===== config.mk =====
export PLATFORM = sky130hd
export DESIGN_NAME = spi_gpio_top
export DESIGN_NICKNAME = d
export VERILOG_FILES = /design/src/rtl/spi_regmap_pkg.sv /design/src/rtl/spi_xfer_pkg.sv /design/src/rtl/spi_gpio_pinmux.sv /design/src/rtl/spi_gpio_regs.sv /design/src/rtl/spi_gpio_top.sv /design/src/rtl/spi_xfer_engine.sv
export VERILOG_INCLUDE_DIRS = /design/src /design/src/rtl
export SDC_FILE = /design/constraint.sdc
export NUM_CORES = 1
export LEC_CHECK = 0
export BUFFER_PORTS_ARGS = -buffer_cell sky130_fd_sc_hd__buf_4
export CAP_MARGIN = 20
export CORE_MARGIN = 5
export CORE_UTILIZATION = 55
export DETAILED_ROUTE_END_ITERATION = 7
export PLACE_DENSITY = 0.76
export SETUP_SLACK_MARGIN = 0.3
export SLEW_MARGIN = 20
export SYNTH_ARGS = -nofsm -noshare
export SYNTH_HDL_FRONTEND = slang
export SYNTH_SLANG_ARGS = --single-unit

===== constraint.sdc =====
create_clock -name ctrlport_clk -period 27 [get_ports ctrlport_clk]
set_input_delay 4.05 -clock ctrlport_clk [delete_from_list [all_inputs] [get_ports ctrlport_clk]]
set_output_delay 4.05 -clock ctrlport_clk [all_outputs]
set_load 0.03 [all_outputs]

===== src/rtl/spi_gpio_settings.svh =====
`ifndef SPI_GPIO_SETTINGS_SVH
`define SPI_GPIO_SETTINGS_SVH

// number of spi slaves, fixed
`define SPI_NUM_SLAVES 4

// ctrlport window of the block
`define SPI_BASE_ADDR 20'h00000
`define SPI_WINDOW 20'h00020

// register offsets inside the window
`define SPI_OFS_SLAVE0 20'h00000
`define SPI_OFS_XFER_CFG 20'h00010
`define SPI_OFS_GO 20'h00014
`define SPI_OFS_STATUS 20'h00018
`define SPI_OFS_INFO 20'h0001C

// bus and field widths
`define SPI_ADDR_W 20
`define SPI_DATA_W 32
`define SPI_RX_W 24
`define SPI_LEN_W 6
`define SPI_DIV_W 16
`define SPI_IDX_W 5
`define SPI_SEL_W 2

// gpio port, line 31 doubles as "not mapped"
`define SPI_GPIO_W 32
`define SPI_UNMAPPED 31

`endif


===== src/rtl/spi_regmap_pkg.sv =====
`include "spi_gpio_settings.svh"

package spi_regmap_pkg;

  // ctrlport words
  typedef logic [`SPI_ADDR_W-1:0] ctrl_addr_t;
  typedef logic [`SPI_DATA_W-1:0] ctrl_data_t;

  // response codes, same encoding as the ctrlport spec
  typedef enum logic [1:0] {
    OKAY   = 2'b00,
    CMDERR = 2'b01
  } ctrl_sts_t;

  typedef struct packed {
    logic       wr;
    logic       rd;
    ctrl_addr_t addr;
    ctrl_data_t data;
  } ctrl_req_t;

  typedef struct packed {
    logic       ack;
    ctrl_sts_t  status;
    ctrl_data_t data;
  } ctrl_resp_t;

  // register fields
  typedef logic [`SPI_IDX_W-1:0] gpio_idx_t;
  typedef logic [`SPI_LEN_W-1:0] spi_len_t;
  typedef logic [`SPI_DIV_W-1:0] clk_div_t;
  typedef logic [`SPI_SEL_W-1:0] slave_sel_t;

  // field order matches the setup register, sclk in bits 4:0
  typedef struct packed {
    gpio_idx_t cs;
    gpio_idx_t miso;
    gpio_idx_t mosi;
    gpio_idx_t sclk;
  } slave_map_t;

  typedef slave_map_t [`SPI_NUM_SLAVES-1:0] slave_map_tbl_t;

  // setup register bits 27:0
  typedef struct packed {
    logic       mosi_edge;
    logic       miso_edge;
    spi_len_t   length;
    slave_map_t map;
  } slave_cfg_t;

  // transaction config bits 17:0
  typedef struct packed {
    slave_sel_t slave;
    clk_div_t   divider;
  } xfer_cfg_t;

endpackage


===== src/rtl/spi_xfer_pkg.sv =====
`include "spi_gpio_settings.svh"

package spi_xfer_pkg;

  // received word as seen in the status register
  typedef logic [`SPI_RX_W-1:0] spi_rx_t;

  // one chip select per slave, active low
  typedef logic [`SPI_NUM_SLAVES-1:0] cs_vec_t;

  // one transfer, fields valid with start
  typedef struct packed {
    logic                       start;
    spi_regmap_pkg::ctrl_data_t data;
    spi_regmap_pkg::spi_len_t   length;
    logic                       miso_edge;
    logic                       mosi_edge;
    spi_regmap_pkg::slave_sel_t slave;
    spi_regmap_pkg::clk_div_t   divider;
  } spi_xfer_req_t;

  typedef struct packed {
    logic    done;
    spi_rx_t rx;
  } spi_xfer_rsp_t;

  // engine side of the bus, before the gpio mapping
  typedef struct packed {
    logic    sclk;
    logic    mosi;
    cs_vec_t cs_n;
  } spi_pins_t;

  typedef enum logic [1:0] {
    IDLE,
    SETUP,
    SHIFT,
    FINISH
  } engine_state_t;

endpackage


===== src/rtl/spi_gpio_pinmux.sv =====
`timescale 1ns/1ps
`include "spi_gpio_settings.svh"

module spi_gpio_pinmux (
  input  logic                           ctrlport_clk,
  input  logic                           ctrlport_rst,
  input  spi_regmap_pkg::slave_map_tbl_t map_tbl_i,
  input  spi_xfer_pkg::spi_pins_t        pins_i,
  output logic                           miso_o,
  input  logic [`SPI_GPIO_W-1:0]         gpio_in_i,
  output logic [`SPI_GPIO_W-1:0]         gpio_out_o,
  output logic [`SPI_GPIO_W-1:0]         gpio_ddr_o
);

  import spi_regmap_pkg::*;

  localparam gpio_idx_t UNMAPPED = gpio_idx_t'(`SPI_UNMAPPED);

  logic [`SPI_GPIO_W-1:0] is_sclk;
  logic [`SPI_GPIO_W-1:0] is_mosi;
  logic [`SPI_GPIO_W-1:0] is_cs;
  logic [`SPI_GPIO_W-1:0] cs_val;
  logic [`SPI_GPIO_W-1:0] out_d;

  // --------------------------------------------------
  // line roles
  // --------------------------------------------------

  // descending loop, so slave 0 wins a shared cs line
  always_comb begin
    is_sclk = '0;
    is_mosi = '0;
    is_cs   = '0;
    cs_val  = '0;
    for (int s = `SPI_NUM_SLAVES - 1; s >= 0; s--) begin
      if (map_tbl_i[s].sclk != UNMAPPED) begin
        is_sclk[map_tbl_i[s].sclk] = 1'b1;
      end
      if (map_tbl_i[s].mosi != UNMAPPED) begin
        is_mosi[map_tbl_i[s].mosi] = 1'b1;
      end
      if (map_tbl_i[s].cs != UNMAPPED) begin
        is_cs[map_tbl_i[s].cs]  = 1'b1;
        cs_val[map_tbl_i[s].cs] = pins_i.cs_n[s];
      end
    end
  end

  // sclk over mosi over cs, idle lines low
  assign out_d = (is_sclk & {`SPI_GPIO_W{pins_i.sclk}}) |
                 (~is_sclk & is_mosi & {`SPI_GPIO_W{pins_i.mosi}}) |
                 (~is_sclk & ~is_mosi & cs_val);

  always_ff @(posedge ctrlport_clk) begin
    if (ctrlport_rst) begin
      gpio_out_o <= '0;
      gpio_ddr_o <= '0;
    end else begin
      gpio_out_o <= out_d;
      gpio_ddr_o <= is_sclk | is_mosi | is_cs;
    end
  end

  // miso from whichever slave has cs low
  always_comb begin
    miso_o = 1'b0;
    for (int s = `SPI_NUM_SLAVES - 1; s >= 0; s--) begin
      if (!pins_i.cs_n[s] && (map_tbl_i[s].miso != UNMAPPED)) begin
        miso_o = gpio_in_i[map_tbl_i[s].miso];
      end
    end
  end

endmodule


===== src/rtl/spi_gpio_regs.sv =====
`timescale 1ns/1ps
`include "spi_gpio_settings.svh"

module spi_gpio_regs (
  input  logic                           ctrlport_clk,
  input  logic                           ctrlport_rst,
  input  spi_regmap_pkg::ctrl_req_t      ctrl_req_i,
  output spi_regmap_pkg::ctrl_resp_t     ctrl_resp_o,
  output spi_xfer_pkg::spi_xfer_req_t    xfer_req_o,
  input  spi_xfer_pkg::spi_xfer_rsp_t    xfer_rsp_i,
  output spi_regmap_pkg::slave_map_tbl_t map_tbl_o
);

  import spi_regmap_pkg::*;

  localparam gpio_idx_t UNMAPPED = gpio_idx_t'(`SPI_UNMAPPED);

  // unmapped lines keep the gpio port quiet after reset
  localparam slave_cfg_t SLAVE_CFG_RST = '{
    mosi_edge: 1'b0,
    miso_edge: 1'b0,
    length:    spi_len_t'(0),
    map:       '{cs: UNMAPPED, miso: UNMAPPED, mosi: UNMAPPED, sclk: UNMAPPED}
  };

  // --------------------------------------------------
  // address decode
  // --------------------------------------------------

  ctrl_addr_t req_ofs;
  ctrl_addr_t slave_ofs;
  slave_sel_t slave_idx;
  logic       req_any;
  logic       in_window;
  logic       hit_slave;
  logic       hit_cfg;
  logic       hit_go;
  logic       hit_status;
  logic       hit_info;

  assign req_ofs    = ctrl_req_i.addr - `SPI_BASE_ADDR;
  assign slave_ofs  = req_ofs - `SPI_OFS_SLAVE0;
  assign req_any    = ctrl_req_i.wr | ctrl_req_i.rd;
  // outside the window nobody answers
  assign in_window  = (req_ofs < `SPI_WINDOW);
  // word-aligned setup registers, one per slave
  assign hit_slave  = (slave_ofs < ctrl_addr_t'(4 * `SPI_NUM_SLAVES)) &&
                      (slave_ofs[1:0] == 2'b00);
  assign slave_idx  = slave_ofs[3:2];
  assign hit_cfg    = (req_ofs == `SPI_OFS_XFER_CFG);
  assign hit_go     = (req_ofs == `SPI_OFS_GO);
  assign hit_status = (req_ofs == `SPI_OFS_STATUS);
  assign hit_info   = (req_ofs == `SPI_OFS_INFO);

  // --------------------------------------------------
  // register storage and response
  // --------------------------------------------------

  slave_cfg_t slave_cfg [`SPI_NUM_SLAVES];
  xfer_cfg_t  xfer_cfg;
  logic       ready_q;
  logic       go_accept;

  // go while busy is acked but dropped
  assign go_accept = ctrl_req_i.wr && hit_go && ready_q;

  always_ff @(posedge ctrlport_clk) begin
    if (ctrlport_rst) begin
      ctrl_resp_o.ack  <= 1'b0;
      xfer_req_o.start <= 1'b0;
      ready_q          <= 1'b1;
      xfer_cfg         <= '0;
      for (int s = 0; s < `SPI_NUM_SLAVES; s++) begin
        slave_cfg[s] <= SLAVE_CFG_RST;
      end
    end else begin
      ctrl_resp_o.ack  <= 1'b0;
      xfer_req_o.start <= go_accept;

      // engine done sets ready, start clears it
      if (xfer_rsp_i.done) begin
        ready_q <= 1'b1;
      end
      if (go_accept) begin
        ready_q <= 1'b0;
      end

      if (req_any && in_window) begin
        ctrl_resp_o.ack    <= 1'b1;
        ctrl_resp_o.status <= OKAY;
        ctrl_resp_o.data   <= '0;
        if (ctrl_req_i.wr) begin
          if (hit_slave) begin
            slave_cfg[slave_idx] <= slave_cfg_t'(ctrl_req_i.data[$bits(slave_cfg_t)-1:0]);
          end else if (hit_cfg) begin
            xfer_cfg <= xfer_cfg_t'(ctrl_req_i.data[$bits(xfer_cfg_t)-1:0]);
          end else if (!hit_go) begin
            // status, info and gaps are read only or empty
            ctrl_resp_o.status <= CMDERR;
          end
        end else begin
          if (hit_cfg) begin
            ctrl_resp_o.data <= ctrl_data_t'(xfer_cfg);
          end else if (hit_status) begin
            // ready lands in bit 24 above rx
            ctrl_resp_o.data <= ctrl_data_t'({ready_q, xfer_rsp_i.rx});
          end else if (hit_info) begin
            ctrl_resp_o.data <= ctrl_data_t'(4'(`SPI_NUM_SLAVES));
          end else begin
            ctrl_resp_o.status <= CMDERR;
          end
        end
      end

      // selected slave setup frozen for the whole transfer
      if (go_accept) begin
        xfer_req_o.data      <= ctrl_req_i.data;
        xfer_req_o.length    <= slave_cfg[xfer_cfg.slave].length;
        xfer_req_o.miso_edge <= slave_cfg[xfer_cfg.slave].miso_edge;
        xfer_req_o.mosi_edge <= slave_cfg[xfer_cfg.slave].mosi_edge;
        xfer_req_o.slave     <= xfer_cfg.slave;
        xfer_req_o.divider   <= xfer_cfg.divider;
      end
    end
  end

  // pin mapping straight from the setup registers
  always_comb begin
    for (int s = 0; s < `SPI_NUM_SLAVES; s++) begin
      map_tbl_o[s] = slave_cfg[s].map;
    end
  end

  // single-cycle requests give isolated acks
  a_ack_single : assert property (@(posedge ctrlport_clk) disable iff (ctrlport_rst)
    ctrl_resp_o.ack |=> !ctrl_resp_o.ack);

endmodule


===== src/rtl/spi_gpio_top.sv =====
`timescale 1ns/1ps
`include "spi_gpio_settings.svh"

module spi_gpio_top (
  input  logic                       ctrlport_clk,
  input  logic                       ctrlport_rst,
  input  spi_regmap_pkg::ctrl_req_t  ctrl_req_i,
  output spi_regmap_pkg::ctrl_resp_t ctrl_resp_o,
  input  logic [`SPI_GPIO_W-1:0]     gpio_in_i,
  output logic [`SPI_GPIO_W-1:0]     gpio_out_o,
  output logic [`SPI_GPIO_W-1:0]     gpio_ddr_o
);

  import spi_regmap_pkg::*;
  import spi_xfer_pkg::*;

  // --------------------------------------------------
  // internal links
  // --------------------------------------------------

  spi_xfer_req_t  xfer_req;
  spi_xfer_rsp_t  xfer_rsp;
  spi_pins_t      pins;
  slave_map_tbl_t map_tbl;
  logic           miso;

  // ctrlport decode and registers
  spi_gpio_regs spi_gpio_regs_i (
    .ctrlport_clk (ctrlport_clk),
    .ctrlport_rst (ctrlport_rst),
    .ctrl_req_i   (ctrl_req_i),
    .ctrl_resp_o  (ctrl_resp_o),
    .xfer_req_o   (xfer_req),
    .xfer_rsp_i   (xfer_rsp),
    .map_tbl_o    (map_tbl)
  );

  // shift engine
  spi_xfer_engine spi_xfer_engine_i (
    .ctrlport_clk (ctrlport_clk),
    .ctrlport_rst (ctrlport_rst),
    .xfer_req_i   (xfer_req),
    .xfer_rsp_o   (xfer_rsp),
    .pins_o       (pins),
    .miso_i       (miso)
  );

  // gpio line mapping
  spi_gpio_pinmux spi_gpio_pinmux_i (
    .ctrlport_clk (ctrlport_clk),
    .ctrlport_rst (ctrlport_rst),
    .map_tbl_i    (map_tbl),
    .pins_i       (pins),
    .miso_o       (miso),
    .gpio_in_i    (gpio_in_i),
    .gpio_out_o   (gpio_out_o),
    .gpio_ddr_o   (gpio_ddr_o)
  );

endmodule


===== src/rtl/spi_xfer_engine.sv =====
`timescale 1ns/1ps
`include "spi_gpio_settings.svh"

module spi_xfer_engine (
  input  logic                        ctrlport_clk,
  input  logic                        ctrlport_rst,
  input  spi_xfer_pkg::spi_xfer_req_t xfer_req_i,
  output spi_xfer_pkg::spi_xfer_rsp_t xfer_rsp_o,
  output spi_xfer_pkg::spi_pins_t     pins_o,
  input  logic                        miso_i
);

  import spi_regmap_pkg::*;
  import spi_xfer_pkg::*;

  // up to 2 x 32 sclk edges
  localparam int EDGE_W = $bits(spi_len_t) + 1;
  localparam int DATA_MSB = $bits(ctrl_data_t) - 1;
  localparam int RX_MSB = $bits(spi_rx_t) - 1;

  engine_state_t     state;
  clk_div_t          div_cnt;
  logic [EDGE_W-1:0] edge_cnt;
  ctrl_data_t        tx_sr;
  spi_rx_t           rx_sr;
  logic              tick;
  logic              edge_now;
  logic              last_edge;
  logic              rising;
  logic              do_sample;
  logic              do_launch;

  // --------------------------------------------------
  // edge timing
  // --------------------------------------------------

  // half period is divider+1 cycles
  assign tick      = (div_cnt == xfer_req_i.divider);
  assign edge_now  = tick && ((state == SETUP) || (state == SHIFT));
  assign last_edge = (edge_cnt == ({xfer_req_i.length, 1'b0} - EDGE_W'(1)));
  // sclk idles low, so the next edge rises when sclk is low
  assign rising    = ~pins_o.sclk;
  assign do_sample = edge_now && (rising == xfer_req_i.miso_edge);
  // first bit already set up with cs, so skip a launch on edge 0
  assign do_launch = edge_now && (rising == xfer_req_i.mosi_edge) && (edge_cnt != '0);

  // --------------------------------------------------
  // state machine and pins
  // --------------------------------------------------

  always_ff @(posedge ctrlport_clk) begin
    if (ctrlport_rst) begin
      state      <= IDLE;
      pins_o     <= '{sclk: 1'b0, mosi: 1'b0, cs_n: '1};
      xfer_rsp_o <= '0;
    end else begin
      xfer_rsp_o.done <= 1'b0;
      case (state)
        IDLE: begin
          if (xfer_req_i.start) begin
            state       <= SETUP;
            pins_o.cs_n <= ~(cs_vec_t'(1) << xfer_req_i.slave);
            pins_o.mosi <= xfer_req_i.data[DATA_MSB];
          end
        end
        SETUP, SHIFT: begin
          if (tick) begin
            pins_o.sclk <= rising;
            if (do_launch) begin
              pins_o.mosi <= tx_sr[DATA_MSB];
            end
            // sclk is back low after the last edge
            state <= last_edge ? FINISH : SHIFT;
          end
        end
        FINISH: begin
          // cs release and done on the same cycle
          if (tick) begin
            state           <= IDLE;
            pins_o.cs_n     <= '1;
            pins_o.mosi     <= 1'b0;
            xfer_rsp_o.done <= 1'b1;
            xfer_rsp_o.rx   <= rx_sr;
          end
        end
        default: begin
          state <= IDLE;
        end
      endcase
    end
  end

  // --------------------------------------------------
  // counters and shift registers
  // --------------------------------------------------

  always_ff @(posedge ctrlport_clk) begin
    if (state == IDLE) begin
      div_cnt  <= '0;
      edge_cnt <= '0;
      // msb goes out with cs, the rest waits here
      tx_sr    <= xfer_req_i.data << 1;
      rx_sr    <= '0;
    end else begin
      div_cnt <= tick ? '0 : div_cnt + 1'b1;
      if (edge_now) begin
        edge_cnt <= edge_cnt + 1'b1;
      end
      if (do_launch) begin
        tx_sr <= tx_sr << 1;
      end
      // fills from the lsb, oldest bits fall off the top
      if (do_sample) begin
        rx_sr <= {rx_sr[RX_MSB-1:0], miso_i};
      end
    end
  end

  // one slave selected at a time
  a_one_cs : assert property (@(posedge ctrlport_clk) disable iff (ctrlport_rst)
    $onehot0(~pins_o.cs_n));

  // regs holds go until done came back
  a_start_idle : assert property (@(posedge ctrlport_clk) disable iff (ctrlport_rst)
    xfer_req_i.start |-> (state == IDLE));

endmodule


# Word-level counts from Yosys, hierarchy flattened
# Memory sizes are Yosys's and may differ from the RTL's. A register that Yosys moved wholly into a read port is not among the register bits.
# Index checks and enable logic that the tools add are counted.
[word_totals]
register_bits = 280
latchBits = 0
ramBits = 112
rom_bits = 0
input_bits = 88
out_inout_bits = 99
wordCells = 259
n_memories = 1
[mem_list]
columns = ["memory", "words", "word_bits", "read_ports", "rd_clocked_by_memory_dff", "write_ports", "line", "source"]
rows = [
  ["spi_gpio_regs_i.slave_cfg", 4, 28, 5, 1, 4, "spi_gpio_regs.sv:59", "slave_cfg_t slave_cfg [`SPI_NUM_SLAVES];"],
]
[op_classes]
addsub = 3
mul = 0
n_div = 0
n_lt_le_gt_ge = 30
eq_ne = 31
n_shift = 1
mux = 93
bitwise = 27
n_reduce_logical = 49
[ops]
columns = ["cell", "n"]
rows = [
  ["32-bit two-way mux", 21],
  ["32-bit OR", 13],
  ["32-bit AND", 6],
  ["32-bit bitwise mux", 3],
  ["5-bit by 6-bit < comparator with 1-bit output (second input constant)", 16],
  ["20-bit by 5-bit == test with 1-bit output (second input constant)", 4],
  ["5-bit inequality test (second input constant)", 16],
  ["32-bit inverter", 2],
  ["1-bit demux with 5-bit select", 12],
  ["5-bit by 1-bit greater-or-equal comparator with 1-bit output (second input constant)", 12],
  ["1-bit two-way mux", 35],
  ["35-bit two-way mux", 1],
  ["28-bit two-way mux", 1],
  ["28-bit OR reduction", 1],
  ["25-bit two-way mux", 1],
  ["1-bit logical AND", 24],
  ["1-bit binary-select mux with 5-bit select", 4],
  ["20-bit by 5-bit < comparator with 1-bit output (second input constant)", 1],
  ["20-bit by 6-bit < comparator with 1-bit output (second input constant)", 1],
  ["2-bit two-way mux", 9],
  ["16-bit by 1-bit adder with 16-bit output (second input constant)", 1],
  ["16-bit == test", 1],
  ["5-bit two-way mux", 2],
  ["4-bit one-hot mux with 2 select lines", 1],
  ["25 further kinds", 46],
]

# Depth between registers and ports, before layout
# Gate-level depths: netlist of the first run.
# An unclocked memory read counts as a cell.
[depth]
depth_word = 17
depth_mapped = 9
mapped_depth_nobuf = 7

# Modules after synthesis
# A second synthesis of the first run with hierarchy kept.
[unflattened]
hier_cells = 2131
area_unflattened_um2 = 21296.7
[modules_own_cells]
columns = ["module", "n_inst", "cells_per_inst", "area_each_um2", "seq_area_each_um2"]
rows = [
  ["spi_gpio_regs", 1, 628, 8733.4, 6306.0],
  ["spi_gpio_pinmux", 1, 1019, 7647.3, 1281.2],
  ["spi_xfer_engine", 1, 484, 4916.0, 2532.4],
]

# Worst setup path before layout of the first run
# OpenSTA, ideal clock, no wires.
[synth_timing]
path_type = "input to register"
startpoint = "in ctrl_req_i[41] in the netlist's numbering"
endpoint = "reg spi_gpio_regs_i.xfer_req_o[0] in the netlist's numbering (enable)"
setup_ns = 0.620
arrival_time_ns = 10.604
t_required_ns = 26.380
setup_slack_ns = 15.776
cell_stages = 5
path_buffers = 0
cell_sequence = "nor4_1 > nand4_1 > nor2_1 > nand2_1 > nor4_1"
[synth_between]
elab_chain_len = 4
[synth_lines]
columns = ["element", "line", "source"]
rows = [
  ["start, declared", "spi_gpio_top.sv:7", "input spi_regmap_pkg::ctrl_req_t ctrl_req_i,"],
  ["20-bit by 5-bit == test with 1-bit output (no line)", "n/a", ""],
  ["1-bit logical AND (2 in series)", "spi_gpio_regs.sv:65", "assign go_accept = ctrl_req_i.wr && hit_go && ready_q;"],
  ["2-bit AND reduction (no line)", "n/a", ""],
  ["end, declared", "spi_gpio_regs.sv:9", "output spi_xfer_pkg::spi_xfer_req_t xfer_req_o,"],
]
# Every way passes these cells.
# A chain may end at the register's enable or synchronous reset.

==> reports/qor.yml, run 1 <==
outcome: "completed"
place_hpwl_um: 47200
endpoint_kind: "flop"
path_cells: "buf_4 -> nor4_1 -> nand4_1 -> nor2_1 -> nand4_1 -> buf_4 -> o21ai_2 -> buf_4"
port_buffers: 178
final_layout_size_suffix_gt1_share_pct: 16.9
max_slew_margin_pct: 16.8
clkSinkCount: 392
globalRouteTotalUtil_pct: 31.3
cts_tree: "done"
die_y_um: 203
ctsHtreeMaxLevel: 2
arrival_ps: 6650
crit_type: "in -> reg"
finalSetupTns_ps: 0
grt_start_max_net_pins: 66
fmax_mhz: 156
syn_inst: 2023
gr-total-overflow: 0
grt_pass1_vias: 16374
first_iter_violations: 2087
fin_crit_ps: 6410
worstSkewPairLatency_ps: 590
routed_wl_um: 66800
p_leak_nw: 7.90
synthTopCellsByArea: "edfxtp_1 33%, dfxtp_1 16%, nor2_1 4.0%, nand2_1 3.6%, mux4_2 3.5%"
synth_top_area_share_pct: 33.3
skew_ps: 38.3
max_stage_delay_ps: 480
p_sw_mw: 0.367
yosys_warnings: 0
synth_seq_area_share_pct: 49.4
p_int_mw: 1.01
cts_buffers: 41
power.density_nw_per_um2: 59.5
cp_max_fo: 65
crit_top_cell: "buf_4"
mostFrequentLayoutCells: "227 x edfxtp_1, 215 x nor2_1, 201 x buf_4"
drc: 0
peakVddDrop_mv: 0.0665
layout_commonest_cell: "edfxtp_1"
hold_ws_ps: 447
p_seq_share_pct: 49.1
setup_viol: 0
synthArstFlopShare_pct: 0
fin_nets: 2207
area_delta_synth_final_pct: 13.5
drt-vias-per-instance: 6.62
combPwrFrac_pct: 12.2
synth_cell_types: 76
clk_pin_slew_ps: 60
crit_family: "simple AND/OR/NAND/NOR gates"
yosys_most_used_dff: "edfxtp_1"
rrSetupSlack_ps: 24090
yosys_register_bits: 392
swShare_pct: 26.6
cts.path.max_buffers: 3
worst-path-buf-inv: 3
place_inst: 2538
worst_pin_slew_ps: 1250
startpoint_type: "input pin"
coreArea_um2: 36700
final_cells: 2615
slowest_stage: "o21ai_2"
vias: 17316
ctsHoldBuffers: 0
rsz0062_at_grt: "false"
die-area_um2: 41200
first_pass_iters: 8
yosysTopAreaCell: "edfxtp_1"
hp-class: "reg -> reg"
start_util_pct: 55.8
cts_setup_buffers: 0
pwr-share-clk_pct: 38.7
grt_pass1_wl_um: 99900
die_w_um: 203
post-route-period-util_pct: 23.8
cts_root_buffer: "clkbuf_16"
synthesis.area_um2: 20500
ctsResizeCount: 0
rows: 70
wl_per_cell_um: 25.6
grt_antenna_before_repair: 0
critPathRequiredTime_ps: 27230
ant_nets: 0
place_congestion: 1.05
synth.avg_cell_area_um2: 10.1
report.final.slew_viol_count: 0
num_io_pins: 187
maxCapViolations: 0
synth_edf_count: 227
hold_viol_final: 0
[metal layers]
layer  share of wire [%]  vias to the layer above  global-route usage (%)  wire (um)
li1                    -                     7819                       -          -
met1                  38                     8302                    39.8      25600
met2                  47                      961                    50.6      31200
met3                 7.9                      234                    5.16       5300
met4                 7.1                        0                    18.9       4770
met5                   0                        -                       0          0
[cell families (layout without fill, tap and decap cells)]
family / count (synthesis) / after routing / synth area share [%]
flip-flops: 392 / 392 / 49.4
adder cells (fa/ha/maj): 6 / 6 / 0.367
buffers and inverters: 183 / 297 / 3.75
XOR/XNOR: 45 / 45 / 1.93
multiplexers: 121 / 121 / 8.08
AND/OR/NAND/NOR: 832 / 832 / 20.8
other: 1 / 11 / 0.0183
AO/OA/AOI/OAI: 443 / 443 / 15.7
[cell usage after synthesis, drive strengths merged, types with 23 or more instances]
cell type and n:
a21oi 77, and3 30, o21ai 28, nand3b 34, nor3 53, buf 38, xor2 31, a2111oi 23
dfxtp 165, nand2 194, o22ai 69, and2 40, mux4 32, nand2b 49, edfxtp 227, mux2i 56
or3 80, nor2 216, clkbuf 125, nand3 23, mux2 33, a211oi 65, a311oi 26
[worst reg2reg max path, cell delays in order, from the launching register on]
cell and delay, ps:
dfxtp_1 370, xor2_1 200, nor4_1 350, and4_1 680, and3_1 430, buf_4 400, mux2i_1 260, nor2_1 60
[power groups by stage]
stage / Combinational [mW] / Sequential, mW / Clock (mW)
after global placement: 0.163 / 0.688 / 0
after global routing: 0.176 / 0.680 / 0.570
after floorplan: 0.0924 / 0.691 / 0
after detailed placement: 0.164 / 0.689 / 0
final: 0.169 / 0.678 / 0.535
after CTS: 0.165 / 0.677 / 0.544
[cell type report]
cell class | count | area (um^2)
Antenna cell | 1 | 2.50
Clock buffer | 60 | 1150
Clock inverter | 16 | 139
Fill cell | 2998 | 13500
Inverter | 20 | 75.1
Multi-Input combinational cell | 1457 | 9650
Sequential cell | 392 | 10100
Tap cell | 468 | 586
Timing Repair Buffer | 201 | 1510
[sequential cells by signal, indices dropped and copies added (netlist names), 6 cells and up]
signal,flops
spi_xfer_engine_i.tx_sr,31
spi_gpio_regs_i.slave_cfg,112
spi_xfer_engine_i.edge_cnt,7
spi_gpio_regs_i.ctrl_resp_o,27
spi_xfer_engine_i.xfer_rsp_o,25
spi_xfer_engine_i.div_cnt,16
spi_gpio_pinmux_i.gpio_out_o,32
spi_xfer_engine_i.pins_o,6
spi_xfer_engine_i.rx_sr,24
spi_gpio_regs_i.xfer_req_o,59
spi_gpio_pinmux_i.gpio_ddr_o,32
spi_gpio_regs_i.xfer_cfg,18
[metrics by stage]
stage	power, mW	util (%)	cell area (um^2)	setup WS (ps)
after CTS	1.39	63.3	23200	20610
after global routing	1.43	63.3	23200	20380
after detailed placement	0.854	59.8	21900	20000
after global placement	0.852	59.8	21900	20120
after floorplan	0.784	-	20500	15780
final	1.38	63.3	23200	20590
[final timing paths]
| kind | from | end | cells after the start |
|---|---|---|---|
| max reg2reg | spi_xfer_engine_i.div_cnt[2]$_SDFF_PP0_ | spi_xfer_engine_i.rx_sr[21]$_SDFFE_PP0P_ | 7 |
| min reg2reg | spi_xfer_engine_i.xfer_rsp_o[24]$_SDFF_PP0_ | spi_gpio_regs_i.ready_q$_SDFFE_PP1P_ | 2 |
| min | spi_xfer_engine_i.xfer_rsp_o[24]$_SDFF_PP0_ | spi_gpio_regs_i.ready_q$_SDFFE_PP1P_ | 2 |
| max | ctrl_req_i[41] | spi_gpio_regs_i.slave_cfg[0][6]$_SDFFCE_PN1P_ | 8 |
No activity file was read; power rests on OpenSTA's default activity.
==> inputs of run 2 (changes only) <==
--- a/config.mk
+++ b/config.mk
@@ -9,9 +9,9 @@
 export BUFFER_PORTS_ARGS = -buffer_cell sky130_fd_sc_hd__buf_4
 export CAP_MARGIN = 20
 export CORE_MARGIN = 5
-export CORE_UTILIZATION = 55
+export CORE_UTILIZATION = 54
 export DETAILED_ROUTE_END_ITERATION = 7
-export PLACE_DENSITY = 0.76
+export PLACE_DENSITY = 0.77
 export SETUP_SLACK_MARGIN = 0.3
 export SLEW_MARGIN = 20
 export SYNTH_ARGS = -nofsm -noshare
==> constraint.sdc (replaced) <==
create_clock -name ctrlport_clk -period 5.3 [get_ports ctrlport_clk]
set_input_delay 0.795 -clock ctrlport_clk [delete_from_list [all_inputs] [get_ports ctrlport_clk]]
set_output_delay 0.795 -clock ctrlport_clk [all_outputs]
set_load 0.03 [all_outputs]
==> run 2 against run 1 <==
The run now ends with DRC left. Clock-buffer cell count is 4 lower. Worst setup slack got worse by 19000 ps. Sequential power grew to 5.1 times the previous value. Final area increased by 0.65%. Via count increased by 0.44%. First-iteration DRC count shrank 10%. Critical path depth unchanged. Largest cell class unchanged.
==> reports/qor.yml, run 2 (synthesis gave the netlist of run 1 again) <==
ctsHtreeMaxLevel: 2  # unchanged
worst_pin_slew_ps: 1230  # -14.6 ps
multiInputGateArea_um2: 9670  # +0.12%
power.total_mw: 7.12  # +420%
first_pass_iters: 8  # unchanged
die_y_um: 205  # +0.88%
setup_viol: 0  # unchanged
regArea_um2: 10100  # about the same
failed_checks: "DRC"
fin_nets: 2212  # +0.23%
drt-vias-per-instance: 6.54  # -1.3%
critPathRequiredTime_ps: 5540  # -21690 ps
grt_antenna_before_repair: 1  # +1
routed_wl_um: 66700  # -0.23%
maxCapViolations: 0  # unchanged
crit_type: "in -> reg"
coreArea_um2: 37600  # +2.4%
max_slew_margin_pct: 17.7  # +0.98 points
final_area_um2: 23400  # +0.65%
postLayoutCoreUtil_pct: 62.2  # -1.1 points
clkSinkCount: 392  # unchanged
report.final.slew_viol_count: 0  # unchanged
cts_setup_buffers: 0  # unchanged
cp_max_fo: 44  # -32%
worstSkewPairLatency_ps: 570  # -20 ps
arrival_ps: 3650  # -3000 ps
fill_cells: 3039  # +1.4%
fmax_mhz: 293
post-route-period-util_pct: 64.4
drc: 1  # +1
startpoint_type: "input pin"
crit_top_cell: "buf_4"
cts_root_buffer: "clkbuf_16"
num_io_pins: 187  # unchanged
placed_area_um2: 22000  # +0.47%
peakVddDrop_mv: 0.261  # +290%
grt_pass1_wl_um: 99200  # -0.71%
vias: 17392  # +0.44%
ant_nets: 0  # unchanged
die_w_um: 205  # +0.88%
grt_start_max_net_pins: 61  # -7.6%
die-area_um2: 41900  # +1.8%
fin_ws_ps: 1890  # -18700 ps
place_congestion: 1.01  # -3.8%
fin_crit_ps: 3410
first_iter_violations: 1871  # -10%
whs_path_depth: 1  # -1
hp-class: "in -> reg"
mostFrequentLayoutCells: "227 x edfxtp_1, 216 x nor2_1, 207 x buf_4"
outcome: "finished with violations"
power.density_nw_per_um2: 304  # +410%
wl_per_cell_um: 25.1  # -2.0%
cts_buffers: 40  # -2.4%
max_stage_delay_ps: 740  # +260 ps
path_cells: "buf_4 -> nor4_1 -> nand4_1 -> nor2_1 -> nand4_1 -> buf_4 -> o21ai_2 -> buf_4"
largest_register: "spi_gpio_regs_i.slave_cfg"
cts_tree: "done"
ctsHoldBuffers: 0  # unchanged
reg_top3: "spi_gpio_regs_i.slave_cfg (112), spi_gpio_regs_i.xfer_req_o (59)"
globalRouteTotalUtil_pct: 30.8  # -0.53 points
dpl_worst_slack_ps: 1340  # -18660 ps
cts.path.max_buffers: 3  # unchanged
grt_pass1_vias: 16353  # -0.13%
final_layout_size_suffix_gt1_share_pct: 17.3  # +0.40 points
ctsResizeCount: 0  # unchanged
place_inst: 2587  # +1.9%
start_util_pct: 54.5  # -1.3 points
gr-total-overflow: 0  # unchanged
p_leak_nw: 7.99  # +1.1%
endpoint_kind: "flop"
hold_ws_ps: 406  # -40.9 ps
worstRegToRegCells: 6  # -1
final_cells: 2661  # +1.8%
port_buffers: 178  # unchanged
rows: 71  # +1.4%
slowest_stage: "o21ai_2"
area_delta_synth_final_pct: 14.3
skew_ps: 18.9  # -19.4 ps
finalSetupTns_ps: 0  # unchanged
rsz0062_at_grt: "false"
layout_commonest_cell: "edfxtp_1"
clk_pin_slew_ps: 60  # about the same
largest_register_ffs: 112  # unchanged
place_hpwl_um: 47700  # +1.1%
hold_viol_final: 0  # unchanged
[run 2: cell types whose count changed in the layout (fill, tap and decap cells not counted), sizes merged]
cell,delta
inv,-1
buf,+6
bufinv,+2
clkbuf,-4
clkinv,-1
clkinvlp,+1
[run 2: metal layers]
layer | GRT usage [%] | up-vias | share of wire [%]
met3 | 4.59 | 217 | 8.6
met4 | 17.7 | 0 | 6.8
met2 | 50.4 | 1043 | 47
met1 | 39.2 | 8334 | 38
li1 | - | 7798 | -
met5 | 0 | - | 0
[run 2: path summary, 6_finish.rpt]
check,start,end,slack (ps)
worst max-delay path,ctrl_req_i[41],spi_gpio_regs_i.slave_cfg[1][3]$_SDFFCE_PN1P_,1890
worst min-delay path,ctrl_req_i[29],spi_gpio_regs_i.xfer_req_o[55]$_DFFE_PP_,410
worst max register to register,spi_gpio_regs_i.slave_cfg[2][1]$_SDFFCE_PN1P_,spi_gpio_pinmux_i.gpio_out_o[10]$_SDFF_PP0_,2030
worst min register to register,spi_xfer_engine_i.xfer_rsp_o[21]$_SDFFE_PP0P_,spi_xfer_engine_i.xfer_rsp_o[21]$_SDFFE_PP0P_,450
[run 2: layout make-up]
class | count | share of cell area, %
Sequential cell | 392 | 43.3
Multi-Input combinational cell | 1457 | 41.3
Timing Repair Buffer | 207 | 6.65
Clock buffer | 56 | 4.85
Tap cell | 511 | 2.73
Clock inverter | 17 | 0.824
Inverter | 20 | 0.321
Antenna cell | 1 | 0.0107
[run 2: report_power, final]
part / switching, mW / internal, mW / total [mW]
Clock: 1.19 / 1.61 / 2.80
Combinational: 0.565 / 0.303 / 0.868
Sequential: 0.108 / 3.34 / 3.45
[run 2: worst max-delay path: cells and delay by family]
family | cells | cell delay [ps]
buffers and inverters | 3 | 810
AO/OA/AOI/OAI | 1 | 740
AND/OR/NAND/NOR | 4 | 1280
==> inputs of run 3 (changes only) <==
--- a/config.mk
+++ b/config.mk
@@ -9,9 +9,9 @@
 export BUFFER_PORTS_ARGS = -buffer_cell sky130_fd_sc_hd__buf_4
 export CAP_MARGIN = 20
 export CORE_MARGIN = 5
-export CORE_UTILIZATION = 54
+export CORE_UTILIZATION = 55
 export DETAILED_ROUTE_END_ITERATION = 7
-export PLACE_DENSITY = 0.77
+export PLACE_DENSITY = 0.76
 export SETUP_SLACK_MARGIN = 0.3
 export SLEW_MARGIN = 20
 export SYNTH_ARGS = -nofsm -noshare
==> constraint.sdc (replaced) <==
create_clock -name ctrlport_clk -period 3.39 [get_ports ctrlport_clk]
set_input_delay 0.5085 -clock ctrlport_clk [delete_from_list [all_inputs] [get_ports ctrlport_clk]]
set_output_delay 0.5085 -clock ctrlport_clk [all_outputs]
set_load 0.03 [all_outputs]
==> run 3 against run 2 <==
The run now ends clean. Clock skew down 3.2 ps. Sequential power increased by 56%. Utilization up 2.2 points. First-iteration DRC count shrank 8.7%. Sequential cell count is the same. Final cell count is 0.53% lower. Critical path depth fell by 1. Hold slack lost 290 ps. Clock-buffer cell count is 1 higher. Power up 58%. Routed wire length is 3.3% higher. Clock power increased by 59%.
==> reports/qor.yml, run 3 (synthesis gave the netlist of run 1 again) <==
outcome: "completed"
r2r-start: "spi_xfer_engine_i.div_cnt[13]$_SDFF_PP0_"
worstSkewPairLatency_ps: 560  # about the same
crit_family: "simple AND/OR/NAND/NOR gates"
drc: 0  # -1
grt_antenna_before_repair: 0  # -1
hold_ws_ps: 119  # -287 ps
first_pass_iters: 5  # -3
start_util_pct: 55.8  # +1.3 points
place_congestion: 1.01  # +0.46%
place_inst: 2573  # -0.54%
wl_per_cell_um: 26.0  # +3.8%
endpoint_kind: "flop"
final_cells: 2647  # -0.53%
post-route-period-util_pct: 79.2
ctsHtreeMaxLevel: 2  # unchanged
fmax_mhz: 373
fin_crit_ps: 2680
fin_nets: 2242  # +1.4%
area_delta_synth_final_pct: 15.5
met3WireLength_um: 5580  # -2.2%
antenna_cells: 0  # -1
power.density_nw_per_um2: 475  # +56%
vias: 17475  # +0.48%
num_io_pins: 187  # unchanged
regArea_um2: 10100  # about the same
power.total_mw: 11.2  # +58%
worst_pin_slew_ps: 1130  # -103 ps
globalRouteTotalUtil_pct: 32.5  # +1.7 points
max_stage_delay_ps: 510  # -230 ps
peakVddDrop_mv: 0.506  # +93%
rsz0062_at_grt: "false"
hold_viol_final: 0  # unchanged
wirelength_met1_um: 25900  # +2.7%
multiInputGateArea_um2: 9700  # +0.32%
routed_wl_um: 68900  # +3.3%
layout_commonest_cell: "buf_4"
startpoint_type: "flop"
ctsHoldBuffers: 0  # unchanged
grt_pass1_wl_um: 103000  # +3.7%
cts.path.max_buffers: 3  # unchanged
min_to: "spi_gpio_regs_i.xfer_req_o[55]$_DFFE_PP_"
die_w_um: 203  # -0.87%
clkSinkCount: 392  # unchanged
rows: 70  # -1.4%
cts_root_buffer: "clkbuf_16"
largest_register_ffs: 112  # unchanged
reg_top3: "spi_gpio_regs_i.slave_cfg (112), spi_gpio_regs_i.xfer_req_o (59)"
p_leak_nw: 8.15  # +2.1%
top_layer: "met4"
place_hpwl_um: 50300  # +5.3%
largest_register: "spi_gpio_regs_i.slave_cfg"
final_layout_size_suffix_gt1_share_pct: 18.7  # +1.4 points
path_cells: "xor2_1 -> nor4_1 -> and4_1 -> and3_1 -> buf_4 -> mux2i_1 -> nor2_1"
die-area_um2: 41200  # -1.7%
coreArea_um2: 36700  # -2.3%
drt-vias-per-instance: 6.60  # +1.0%
worstRegToRegCells: 7  # +1
hp-class: "in -> reg"
wl_met2_um: 32500  # +4.1%
min_from: "ctrl_req_i[29]"
port_buffers: 178  # unchanged
whs_path_depth: 1  # unchanged
critPathRequiredTime_ps: 3830  # -1710 ps
finalSetupTns_ps: 0  # unchanged
arrival_ps: 3130  # -520 ps
report.final.slew_viol_count: 0  # unchanged
rrSetupSlack_ps: 710  # -1320 ps
ant_nets: 0  # unchanged
ctsResizeCount: 0  # unchanged
die_y_um: 203  # -0.87%
fill_cells: 2924  # -3.8%
grt_start_max_net_pins: 73  # +20%
crit_type: "reg -> reg"
slowest_stage: "and4_1"
skew_ps: 15.7  # -3.18 ps
r2r_end: "spi_xfer_engine_i.rx_sr[5]$_SDFFE_PP0P_"
gr-total-overflow: 0  # unchanged
cts_tree: "done"
grt_pass1_vias: 16698  # +2.1%
cp_max_fo: 23  # -48%
clk_pin_slew_ps: 60  # about the same
setup_viol: 0  # unchanged
worst-path-buf-inv: 1  # -2
max_slew_margin_pct: 24.5  # +6.8 points
mostFrequentLayoutCells: "233 x buf_4, 227 x edfxtp_1, 215 x nor2_1"
maxCapViolations: 0  # unchanged
first_iter_violations: 1708  # -8.7%
cts_buffers: 41  # +2.5%
cts_setup_buffers: 0  # unchanged
run 3: worst max-delay path by stage:
stage	start	end	slack, ps	depth (start not counted)
CTS	spi_gpio_regs_i.xfer_req_o[11]$_DFFE_PP_	spi_xfer_engine_i.rx_sr[5]$_SDFFE_PP0P_	700	7
global placement	ctrl_req_i[37]	spi_gpio_regs_i.slave_cfg[0][22]$_SDFFCE_PN0P_	660	8
detailed placement	ctrl_req_i[37]	spi_gpio_regs_i.slave_cfg[0][20]$_SDFFCE_PN0P_	640	8
global route	spi_gpio_regs_i.xfer_req_o[7]$_DFFE_PP_	spi_xfer_engine_i.rx_sr[5]$_SDFFE_PP0P_	600	7
floorplan	ctrl_req_i[41]	spi_gpio_regs_i.xfer_req_o[0]$_DFFE_PP_	-350	5
finish	spi_xfer_engine_i.div_cnt[13]$_SDFF_PP0_	spi_xfer_engine_i.rx_sr[5]$_SDFFE_PP0P_	710	7
run 3: routing by layer:
layer  up-vias  track usage [%]
met4         0             18.7
li1       7882                -
met5         -                0
met1      8427             39.9
met2       943             53.8
met3       223             6.34
run 3: where the power goes:
group	total (mW)	switching [mW]	internal, mW
sequential	5.38	0.167	5.22
clock	4.44	1.91	2.53
combinational	1.41	0.904	0.502
run 3: per-stage QoR:
stage                     setup slack [ps]  cell area [um^2]  utilization [%]
after floorplan                       -347             20600                -
after global placement                 655             22300             60.7
after detailed placement               640             22300             60.7
after CTS                              700             23600             64.4
after global routing                   596             23600             64.4
final                                  706             23600             64.4
run 3: area by class of cell:
cell class              count  share of cell area (%)
well taps                 468                    2.48
flip-flops and latches    392                    42.8
multi-input cells        1457                    41.0
clock buffers              57                    4.98
clock inverters            17                   0.741
repair buffers            236                    7.65
inverters                  20                   0.318
